<file path="src/verilog/chol_pkg.sv">
package chol_pkg;

    // ========================================
    // Matrix and number format

    localparam int N         = 5;                 // Matrix order
    localparam int FRAC_BITS = 16;                // Q16.16
    localparam int WORD_W    = 32;
    localparam int ACC_W     = 64;                // Full product sum
    localparam int ELEMS     = N * (N + 1) / 2;   // Lower triangle words
    localparam int MAT_W     = ELEMS * WORD_W;
    localparam int IDX_W     = $clog2(ELEMS);
    localparam int ROW_W     = $clog2(N);

    // ========================================
    // Sequencer state codes

    localparam int STATE_W = 3;

    localparam logic [STATE_W-1:0] S_IDLE   = 3'd0;
    localparam logic [STATE_W-1:0] S_RESID  = 3'd1;
    localparam logic [STATE_W-1:0] S_ROOT   = 3'd2;
    localparam logic [STATE_W-1:0] S_DIVIDE = 3'd3;
    localparam logic [STATE_W-1:0] S_FINISH = 3'd4;

    // Word index of element (row, col) in the row-by-row packing
    function automatic logic [IDX_W-1:0] tri_index(input logic [ROW_W-1:0] row,
                                                   input logic [ROW_W-1:0] col);
        int r;
        r = int'(row);
        return IDX_W'(r * (r + 1) / 2 + int'(col));
    endfunction

endpackage

</file>
<file path="src/verilog/chol_sequencer.sv">
`timescale 1ns/1ps

module chol_sequencer
    import chol_pkg::*;
(
    input  logic              clk,
    input  logic              rst,
    input  logic              a_valid,
    output logic              a_ready,
    output logic              load,
    output logic [ROW_W-1:0]  row,
    output logic [ROW_W-1:0]  col,
    output logic [IDX_W-1:0]  a_idx,
    output logic              mac_start,
    input  logic              mac_done,
    input  logic [WORD_W-1:0] residual,
    output logic              sqrt_req,
    input  logic              sqrt_ack,
    input  logic [WORD_W-1:0] root,
    output logic              div_req,
    input  logic              div_ack,
    input  logic [WORD_W-1:0] quotient,
    output logic              wr_en,
    output logic [IDX_W-1:0]  wr_idx,
    output logic [WORD_W-1:0] wr_data,
    output logic              l_valid
);

    logic [STATE_W-1:0] state;
    logic               on_diag;
    logic               zero_elem;
    logic               elem_done;

    assign a_ready = (state == S_IDLE);
    assign load    = a_ready && a_valid;              // Capture A on the accept edge
    assign a_idx   = tri_index(row, col);
    assign on_diag = (row == col);

    // Zero residual below the diagonal gives a zero element without a divide
    assign zero_elem = (state == S_RESID) && mac_done && !on_diag && (residual == '0);

    assign elem_done = ((state == S_ROOT) && sqrt_req && sqrt_ack) ||
                       ((state == S_DIVIDE) && div_req && div_ack) ||
                       zero_elem;

    // ========================================
    // Store write port

    assign wr_en  = elem_done;
    assign wr_idx = a_idx;

    always_comb begin
        case (state)
            S_ROOT:   wr_data = root;
            S_DIVIDE: wr_data = quotient;
            default:  wr_data = '0;
        endcase
    end

    // ========================================
    // Column and row walk

    always_ff @(posedge clk) begin
        if (rst) begin
            state     <= S_IDLE;
            row       <= '0;
            col       <= '0;
            mac_start <= 1'b0;
            sqrt_req  <= 1'b0;
            div_req   <= 1'b0;
            l_valid   <= 1'b0;
        end else begin
            mac_start <= 1'b0;
            l_valid   <= 1'b0;
            case (state)
                S_IDLE: begin
                    if (a_valid) begin
                        row       <= '0;
                        col       <= '0;
                        mac_start <= 1'b1;             // L(0,0) needs no products
                        state     <= S_RESID;
                    end
                end
                S_RESID: begin
                    if (mac_done && !zero_elem) begin
                        state <= on_diag ? S_ROOT : S_DIVIDE;
                    end
                end
                S_ROOT: begin
                    if (!sqrt_req && !sqrt_ack) begin
                        sqrt_req <= 1'b1;
                    end
                end
                S_DIVIDE: begin
                    if (!div_req && !div_ack) begin
                        div_req <= 1'b1;
                    end
                end
                S_FINISH: begin
                    l_valid <= 1'b1;                   // L(4,4) is in the store now
                    state   <= S_IDLE;
                end
                default: state <= S_IDLE;
            endcase

            if (elem_done) begin
                sqrt_req <= 1'b0;
                div_req  <= 1'b0;
                if (row == ROW_W'(N - 1)) begin
                    if (col == ROW_W'(N - 1)) begin
                        state <= S_FINISH;
                    end else begin
                        col       <= col + 1'b1;       // Next diagonal
                        row       <= col + 1'b1;
                        mac_start <= 1'b1;
                        state     <= S_RESID;
                    end
                end else begin
                    row       <= row + 1'b1;
                    mac_start <= 1'b1;
                    state     <= S_RESID;
                end
            end
        end
    end

endmodule

</file>
<file path="src/verilog/cholesky_top.sv">
`timescale 1ns/1ps

module cholesky_top
    import chol_pkg::*;
(
    input  logic             clk,
    input  logic             rst,
    input  logic [MAT_W-1:0] a,
    input  logic             a_valid,
    output logic             a_ready,
    output logic [MAT_W-1:0] l,
    output logic             l_valid
);

    logic              load;
    logic [ROW_W-1:0]  row;
    logic [ROW_W-1:0]  col;
    logic [IDX_W-1:0]  a_idx;
    logic [WORD_W-1:0] a_elem;
    logic              mac_start;
    logic              mac_done;
    logic [WORD_W-1:0] residual;
    logic [IDX_W-1:0]  rd_idx_a;
    logic [WORD_W-1:0] rd_data_a;
    logic [IDX_W-1:0]  rd_idx_b;
    logic [WORD_W-1:0] rd_data_b;
    logic              sqrt_req;
    logic              sqrt_ack;
    logic [WORD_W-1:0] root;
    logic              div_req;
    logic              div_ack;
    logic [WORD_W-1:0] quotient;
    logic              wr_en;
    logic [IDX_W-1:0]  wr_idx;
    logic [WORD_W-1:0] wr_data;

    factor_store factor_store_inst (
        .clk       (clk),
        .rst       (rst),
        .load      (load),
        .a         (a),
        .a_idx     (a_idx),
        .a_elem    (a_elem),
        .rd_idx_a  (rd_idx_a),
        .rd_data_a (rd_data_a),
        .rd_idx_b  (rd_idx_b),
        .rd_data_b (rd_data_b),
        .wr_en     (wr_en),
        .wr_idx    (wr_idx),
        .wr_data   (wr_data),
        .l         (l)
    );

    chol_sequencer chol_sequencer_inst (
        .clk       (clk),
        .rst       (rst),
        .a_valid   (a_valid),
        .a_ready   (a_ready),
        .load      (load),
        .row       (row),
        .col       (col),
        .a_idx     (a_idx),
        .mac_start (mac_start),
        .mac_done  (mac_done),
        .residual  (residual),
        .sqrt_req  (sqrt_req),
        .sqrt_ack  (sqrt_ack),
        .root      (root),
        .div_req   (div_req),
        .div_ack   (div_ack),
        .quotient  (quotient),
        .wr_en     (wr_en),
        .wr_idx    (wr_idx),
        .wr_data   (wr_data),
        .l_valid   (l_valid)
    );

    residual_mac residual_mac_inst (
        .clk       (clk),
        .rst       (rst),
        .start     (mac_start),
        .row       (row),
        .col       (col),
        .a_elem    (a_elem),
        .rd_idx_a  (rd_idx_a),
        .rd_data_a (rd_data_a),
        .rd_idx_b  (rd_idx_b),
        .rd_data_b (rd_data_b),
        .done      (mac_done),
        .residual  (residual)
    );

    fixed_sqrt fixed_sqrt_inst (
        .clk      (clk),
        .rst      (rst),
        .req      (sqrt_req),
        .radicand (residual),
        .ack      (sqrt_ack),
        .root     (root)
    );

    // Root holds the column diagonal until the next diagonal is requested
    fixed_div fixed_div_inst (
        .clk      (clk),
        .rst      (rst),
        .req      (div_req),
        .dividend (residual),
        .divisor  (root),
        .ack      (div_ack),
        .quotient (quotient)
    );

endmodule

</file>
<file path="src/verilog/factor_store.sv">
`timescale 1ns/1ps

module factor_store
    import chol_pkg::*;
(
    input  logic              clk,
    input  logic              rst,
    input  logic              load,
    input  logic [MAT_W-1:0]  a,
    input  logic [IDX_W-1:0]  a_idx,
    output logic [WORD_W-1:0] a_elem,
    input  logic [IDX_W-1:0]  rd_idx_a,
    output logic [WORD_W-1:0] rd_data_a,
    input  logic [IDX_W-1:0]  rd_idx_b,
    output logic [WORD_W-1:0] rd_data_b,
    input  logic              wr_en,
    input  logic [IDX_W-1:0]  wr_idx,
    input  logic [WORD_W-1:0] wr_data,
    output logic [MAT_W-1:0]  l
);

    logic [WORD_W-1:0] a_mem [ELEMS];
    logic [WORD_W-1:0] l_mem [ELEMS];

    always_ff @(posedge clk) begin
        if (load) begin
            for (int e = 0; e < ELEMS; e++) begin
                a_mem[e] <= a[e*WORD_W +: WORD_W];
            end
        end
    end

    always_ff @(posedge clk) begin
        if (rst || load) begin
            for (int e = 0; e < ELEMS; e++) begin
                l_mem[e] <= '0;                       // Fresh factor per matrix
            end
        end else if (wr_en) begin
            l_mem[wr_idx] <= wr_data;
        end
    end

    assign a_elem    = a_mem[a_idx];
    assign rd_data_a = l_mem[rd_idx_a];
    assign rd_data_b = l_mem[rd_idx_b];

    // Output keeps the input's row-by-row packing
    always_comb begin
        logic [IDX_W-1:0] e;
        l = '0;
        for (int i = 0; i < N; i++) begin
            for (int j = 0; j <= i; j++) begin
                e = tri_index(ROW_W'(i), ROW_W'(j));
                l[e*WORD_W +: WORD_W] = l_mem[e];
            end
        end
    end

endmodule

</file>
<file path="src/verilog/fixed_div.sv">
`timescale 1ns/1ps

module fixed_div
    import chol_pkg::*;
(
    input  logic              clk,
    input  logic              rst,
    input  logic              req,
    input  logic [WORD_W-1:0] dividend,
    input  logic [WORD_W-1:0] divisor,
    output logic              ack,
    output logic [WORD_W-1:0] quotient
);

    logic                                  busy;
    logic [$clog2(WORD_W+FRAC_BITS)-1:0]   step;
    logic [WORD_W+FRAC_BITS-1:0]           work;     // Numerator out the top, quotient in
    logic [WORD_W-1:0]                     rem;
    logic [WORD_W-1:0]                     dsr;
    logic                                  neg;
    logic [WORD_W:0]                       rem_sh;
    logic [WORD_W-1:0]                     mag;

    always_comb begin
        rem_sh = {rem, work[WORD_W+FRAC_BITS-1]};
        mag    = dividend[WORD_W-1] ? -dividend : dividend;
    end

    // Handshake control
    always_ff @(posedge clk) begin
        if (rst) begin
            busy <= 1'b0;
            ack  <= 1'b0;
            step <= '0;
        end else if (!busy && !ack) begin
            if (req) begin
                busy <= 1'b1;
                step <= '0;
            end
        end else if (busy) begin
            step <= step + 1'b1;
            if (step == WORD_W + FRAC_BITS - 1) begin
                busy <= 1'b0;
                ack  <= 1'b1;
            end
        end else if (!req) begin
            ack <= 1'b0;
        end
    end

    // ========================================
    // Restoring division of the magnitude

    always_ff @(posedge clk) begin
        if (!busy && !ack && req) begin
            work <= {mag, {FRAC_BITS{1'b0}}};         // Scale by 2^16
            rem  <= '0;
            dsr  <= divisor;                          // Always positive here
            neg  <= dividend[WORD_W-1];
        end else if (busy) begin
            if (rem_sh >= {1'b0, dsr}) begin
                rem  <= rem_sh[WORD_W-1:0] - dsr;
                work <= {work[WORD_W+FRAC_BITS-2:0], 1'b1};
            end else begin
                rem  <= rem_sh[WORD_W-1:0];
                work <= {work[WORD_W+FRAC_BITS-2:0], 1'b0};
            end
        end
    end

    // Sign applied after the magnitude divide, so truncation is toward zero
    assign quotient = neg ? -work[WORD_W-1:0] : work[WORD_W-1:0];

endmodule

</file>
<file path="src/verilog/fixed_sqrt.sv">
`timescale 1ns/1ps

module fixed_sqrt
    import chol_pkg::*;
(
    input  logic              clk,
    input  logic              rst,
    input  logic              req,
    input  logic [WORD_W-1:0] radicand,
    output logic              ack,
    output logic [WORD_W-1:0] root
);

    logic                                      busy;
    logic [$clog2((WORD_W+FRAC_BITS)/2)-1:0]   step;
    logic [WORD_W+FRAC_BITS-1:0]               op;      // Radicand bits, two per step
    logic [(WORD_W+FRAC_BITS)/2+1:0]           rem;     // Partial remainder
    logic [(WORD_W+FRAC_BITS)/2-1:0]           res;     // Root built MSB first
    logic [(WORD_W+FRAC_BITS)/2+3:0]           rem_sh;
    logic [(WORD_W+FRAC_BITS)/2+3:0]           trial;

    always_comb begin
        rem_sh = {rem, op[WORD_W+FRAC_BITS-1 -: 2]};  // Bring down next digit pair
        trial  = {2'b00, res, 2'b01};                 // 4*root + 1
    end

    // Handshake control
    always_ff @(posedge clk) begin
        if (rst) begin
            busy <= 1'b0;
            ack  <= 1'b0;
            step <= '0;
        end else if (!busy && !ack) begin
            if (req) begin
                busy <= 1'b1;
                step <= '0;
            end
        end else if (busy) begin
            step <= step + 1'b1;
            if (step == (WORD_W + FRAC_BITS) / 2 - 1) begin
                busy <= 1'b0;
                ack  <= 1'b1;
            end
        end else if (!req) begin
            ack <= 1'b0;                              // Requester has seen the root
        end
    end

    always_ff @(posedge clk) begin
        if (!busy && !ack && req) begin
            // Negative residual maps to a zero root
            op  <= radicand[WORD_W-1] ? '0 : {radicand, {FRAC_BITS{1'b0}}};
            rem <= '0;
            res <= '0;
        end else if (busy) begin
            op <= op << 2;
            if (rem_sh >= trial) begin
                rem <= rem_sh[$bits(rem)-1:0] - trial[$bits(rem)-1:0];
                res <= {res[$bits(res)-2:0], 1'b1};
            end else begin
                rem <= rem_sh[$bits(rem)-1:0];
                res <= {res[$bits(res)-2:0], 1'b0};
            end
        end
    end

    assign root = WORD_W'(res);                       // Floor root, Q16.16

endmodule

</file>
<file path="src/verilog/residual_mac.sv">
`timescale 1ns/1ps

module residual_mac
    import chol_pkg::*;
(
    input  logic              clk,
    input  logic              rst,
    input  logic              start,
    input  logic [ROW_W-1:0]  row,
    input  logic [ROW_W-1:0]  col,
    input  logic [WORD_W-1:0] a_elem,
    output logic [IDX_W-1:0]  rd_idx_a,
    input  logic [WORD_W-1:0] rd_data_a,
    output logic [IDX_W-1:0]  rd_idx_b,
    input  logic [WORD_W-1:0] rd_data_b,
    output logic              done,
    output logic [WORD_W-1:0] residual
);

    logic                    busy;
    logic [ROW_W-1:0]        row_q;
    logic [ROW_W-1:0]        col_q;
    logic [ROW_W-1:0]        k;
    logic signed [ACC_W-1:0] acc;
    logic signed [ACC_W-1:0] prod;

    assign rd_idx_a = tri_index(row_q, k);            // L(row,k)
    assign rd_idx_b = tri_index(col_q, k);            // L(col,k)
    assign prod     = ACC_W'($signed(rd_data_a)) * ACC_W'($signed(rd_data_b));

    always_ff @(posedge clk) begin
        if (rst) begin
            busy <= 1'b0;
            done <= 1'b0;
            k    <= '0;
        end else begin
            done <= 1'b0;
            if (start) begin
                busy <= 1'b1;
                k    <= '0;
            end else if (busy) begin
                if (k == col_q) begin
                    busy <= 1'b0;
                    done <= 1'b1;
                end else begin
                    k <= k + 1'b1;
                end
            end
        end
    end

    always_ff @(posedge clk) begin
        if (start) begin
            row_q <= row;
            col_q <= col;
            acc   <= '0;
        end else if (busy) begin
            if (k == col_q) begin
                residual <= a_elem - acc[FRAC_BITS +: WORD_W];  // Bits 47:16 of the sum
            end else begin
                acc <= acc + prod;
            end
        end
    end

endmodule
</file>
<file path="config.mk">
export PLATFORM = sky130hd
export DESIGN_NAME = cholesky_top
export DESIGN_NICKNAME = d
export VERILOG_FILES = /design/src/verilog/chol_pkg.sv /design/src/verilog/chol_sequencer.sv /design/src/verilog/cholesky_top.sv /design/src/verilog/factor_store.sv /design/src/verilog/fixed_div.sv /design/src/verilog/fixed_sqrt.sv /design/src/verilog/residual_mac.sv
export SDC_FILE = /design/constraint.sdc
export NUM_CORES = 2
export LEC_CHECK = 0
export CORE_MARGIN = 5
export CORE_UTILIZATION = 70
export DETAILED_ROUTE_END_ITERATION = 8
export DONT_BUFFER_PORTS = 1
export GPL_TIMING_DRIVEN = 1
export MAX_ROUTING_LAYER = met4
export PLACE_DENSITY = 0.86
export SYNTH_ARGS = -nofsm -noshare
export SYNTH_HDL_FRONTEND = slang
export SYNTH_SLANG_ARGS = --single-unit
</file>
<file path="constraint.sdc">
create_clock -name clk -period 50.2 [get_ports clk]
set_input_delay 15.06 -clock clk [delete_from_list [all_inputs] [get_ports clk]]
set_output_delay 15.06 -clock clk [all_outputs]
set_load 0.05 [all_outputs]
</file>
==> results_dict.tcl <==
set metrics [dict create \
    cts.htree.levels 4 \
    clk_latency_ns 0.85 \
    finalHoldViolations 0 \
    hold_path_class "flop to flop" \
    tightest_slew_ns 1.377 \
    first_pass_iters 9 \
    clockBufferDepth 3 \
    synth_area_leaders "edfxtp_1, fa_1, mux4_2" \
    cts_setup_buffers 0 \
    cts_buffers 137 \
    grt_pass1_vias 68700 \
    grt_usage_pct 49.83 \
    ant_nets 0 \
    drv_slew 0 \
    totalWireLength_mm 337.3 \
    post-dp-hpwl_mm 252.3 \
    synth_cell_types 70 \
    synth_most_common_cell "inv_1" \
    outcome "completed" \
    drc 0 \
    cts_resized 0 \
    crit_path_end_kind "flop" \
    clk_transition_reported_paths_ns 0.06 \
    cts_tree "done" \
    core_area_um2 131000 \
    initial_utilization_pct 70.24 \
    overflow 0 \
    drive_above_1_share_pct 10.42 \
    syn_nets 9781 \
    vias 68900 \
    synth.yosys.seq_area_share_pct 40.42 \
    hp-start "residual_mac_inst.acc[18]" \
    grt_pass1_wl_mm 472.4 \
    synth-seq-cells 1298 \
    r2r-start "residual_mac_inst.row_q[1]" \
    synth_edf_count 1119 \
    rsz0062_at_grt "false" \
    layout_min_cycle_time_ns 17.58 \
    hold_buffers 0 \
    crit_required_ns 50.63 \
    syn_avg_cell_area_um2 11.38 \
    antenna_found_initial 82 \
    crit_fanout 201 \
    rows 133 \
    via_per_inst 6.957 \
    async_flop_share_pct 0 \
    die_area_um2 138800 \
    setup_tns_ns 0 \
    grt_max_degree 202 \
    yosysWarnings 0 \
    worstSetupStartpoint "a_valid" \
    avgRoutedWirePerCell_um 34.06 \
    startpoint_type "input port" \
    layout_worst_path_cycle_share_pct 35.02 \
    cts_sinks 1298 \
    relSlewSlack_pct 8.188 \
    nFillCells 7999 \
    port_buffers 0 \
    die_w_um 372.5 \
    gp_congestion 1.054 \
    crit_type "input port to flop" \
    setup_violations 0 \
    nNetsFinal 9632 \
    final_util_pct 75.70 \
    io_pins 965 \
    synth_top_cell_by_area "edfxtp_1" \
    synth_top_area_share_pct 36.53 \
    synth-main-ff-cell "edfxtp_1" \
    max_freq_mhz 56.89 \
    synth_common_cells "inv_1, edfxtp_1, nand2_1" \
    drt_iter0_drc 11440 \
    synth_area_um2 91990 \
    cts_root_buf "clkbuf_16" \
    arrival_ns 18.01 \
    die_y_um 372.5 \
    syn_to_final_growth_pct 7.783 \
    maxCapViolations 0 \
    netlist_instances 8082 \
    skew_ns 0.06220 \
]
## state kept, by name, indices dropped and copies added, names as in the netlist, 6 cells and up
register / cells
factor_store_inst.a_mem: 480
fixed_div_inst.dsr: 24
fixed_sqrt_inst.op: 32
fixed_div_inst.rem: 32
factor_store_inst.l_mem: 512
fixed_div_inst.work: 48
fixed_div_inst.step: 6
fixed_sqrt_inst.rem: 26
fixed_sqrt_inst.res: 24
residual_mac_inst.residual: 32
residual_mac_inst.acc: 48
## per-stage QoR
stage / instances / hold slack (ns) / setup slack (ns) / area [µm²]
3_3_place_gp: 9549 / 0.4388 / 32.06 / 94260
5_1_grt: 9883 / 0.4674 / 32.60 / 99090
4_1_cts: 9796 / 0.4531 / 32.89 / 98880
2_1_floorplan: 8082 / 0.4163 / 22.11 / 91990
6_report: 9904 / 0.4511 / 32.62 / 99150
3_5_place_dp: 9549 / 0.4447 / 32.03 / 94260
## worst paths after layout
kind	to	slack [ns]	depth (start not counted)
worst min-delay path	residual_mac_inst.acc[18]	0.45	2
worst max register to register	residual_mac_inst.acc[47]	34.55	42
worst max-delay path	factor_store_inst.a_mem[12][21]	32.62	4
worst min register to register	residual_mac_inst.acc[18]	0.45	2
## metal layers
metal	vias up	GRT usage [%]	share of wire [%]
li1	26830	-	-
met1	33320	55.57	29
met2	6759	68.89	42
met3	1994	21.20	16
met4	0	42.75	13
met5	-	-	0
## kinds of logic after synthesis
logic type               Yosys count  synth area share [%]
AO/OA/AOI/OAI                    838                 5.917
XOR/XNOR                         240                 2.315
adder cells (fa/ha/maj)         1216                 24.02
flip-flops                      1298                 40.42
multiplexers                     458                 9.778
buffers and inverters           1618                 6.655
AND/OR/NAND/NOR                 2414                 10.89
## worst max-delay path, cell delays in order
cell and delay [ns]:
nand2_1 0.24, inv_8 0.75, buf_4 0.89, buf_12 0.72
## cell usage in the layout (no fill, tap or decap), drive strengths merged, types with 108 or more instances in the layout
| master | Yosys | layout |
|---|---|---|
| a21oi | 146 | 146 |
| buf | 84 | 177 |
| clkbuf | 381 | 152 |
| dfxtp | 179 | 179 |
| diode | 0 | 108 |
| edfxtp | 1119 | 1119 |
| fa | 917 | 917 |
| ha | 299 | 299 |
| inv | 1149 | 1158 |
| mux4 | 352 | 352 |
| nand2 | 1077 | 1077 |
| nor2 | 924 | 924 |
| o21ai | 202 | 202 |
| xnor2 | 155 | 155 |
## area by class of cell
class | count | area, µm² | area share (%)
diodes | 108 | 270.3 | 0.2726
clock buffers | 152 | 3495 | 3.525
clock inverters | 95 | 1121 | 1.131
inverters | 1153 | 4335 | 4.373
multi-input cells | 5166 | 49190 | 49.61
flip-flops and latches | 1298 | 37190 | 37.51
well taps | 1755 | 2196 | 2.215
repair buffers | 177 | 1354 | 1.365
Power is not shown: default switching activity piles up to over one toggle a cycle in this logic, so the estimate is an artifact.
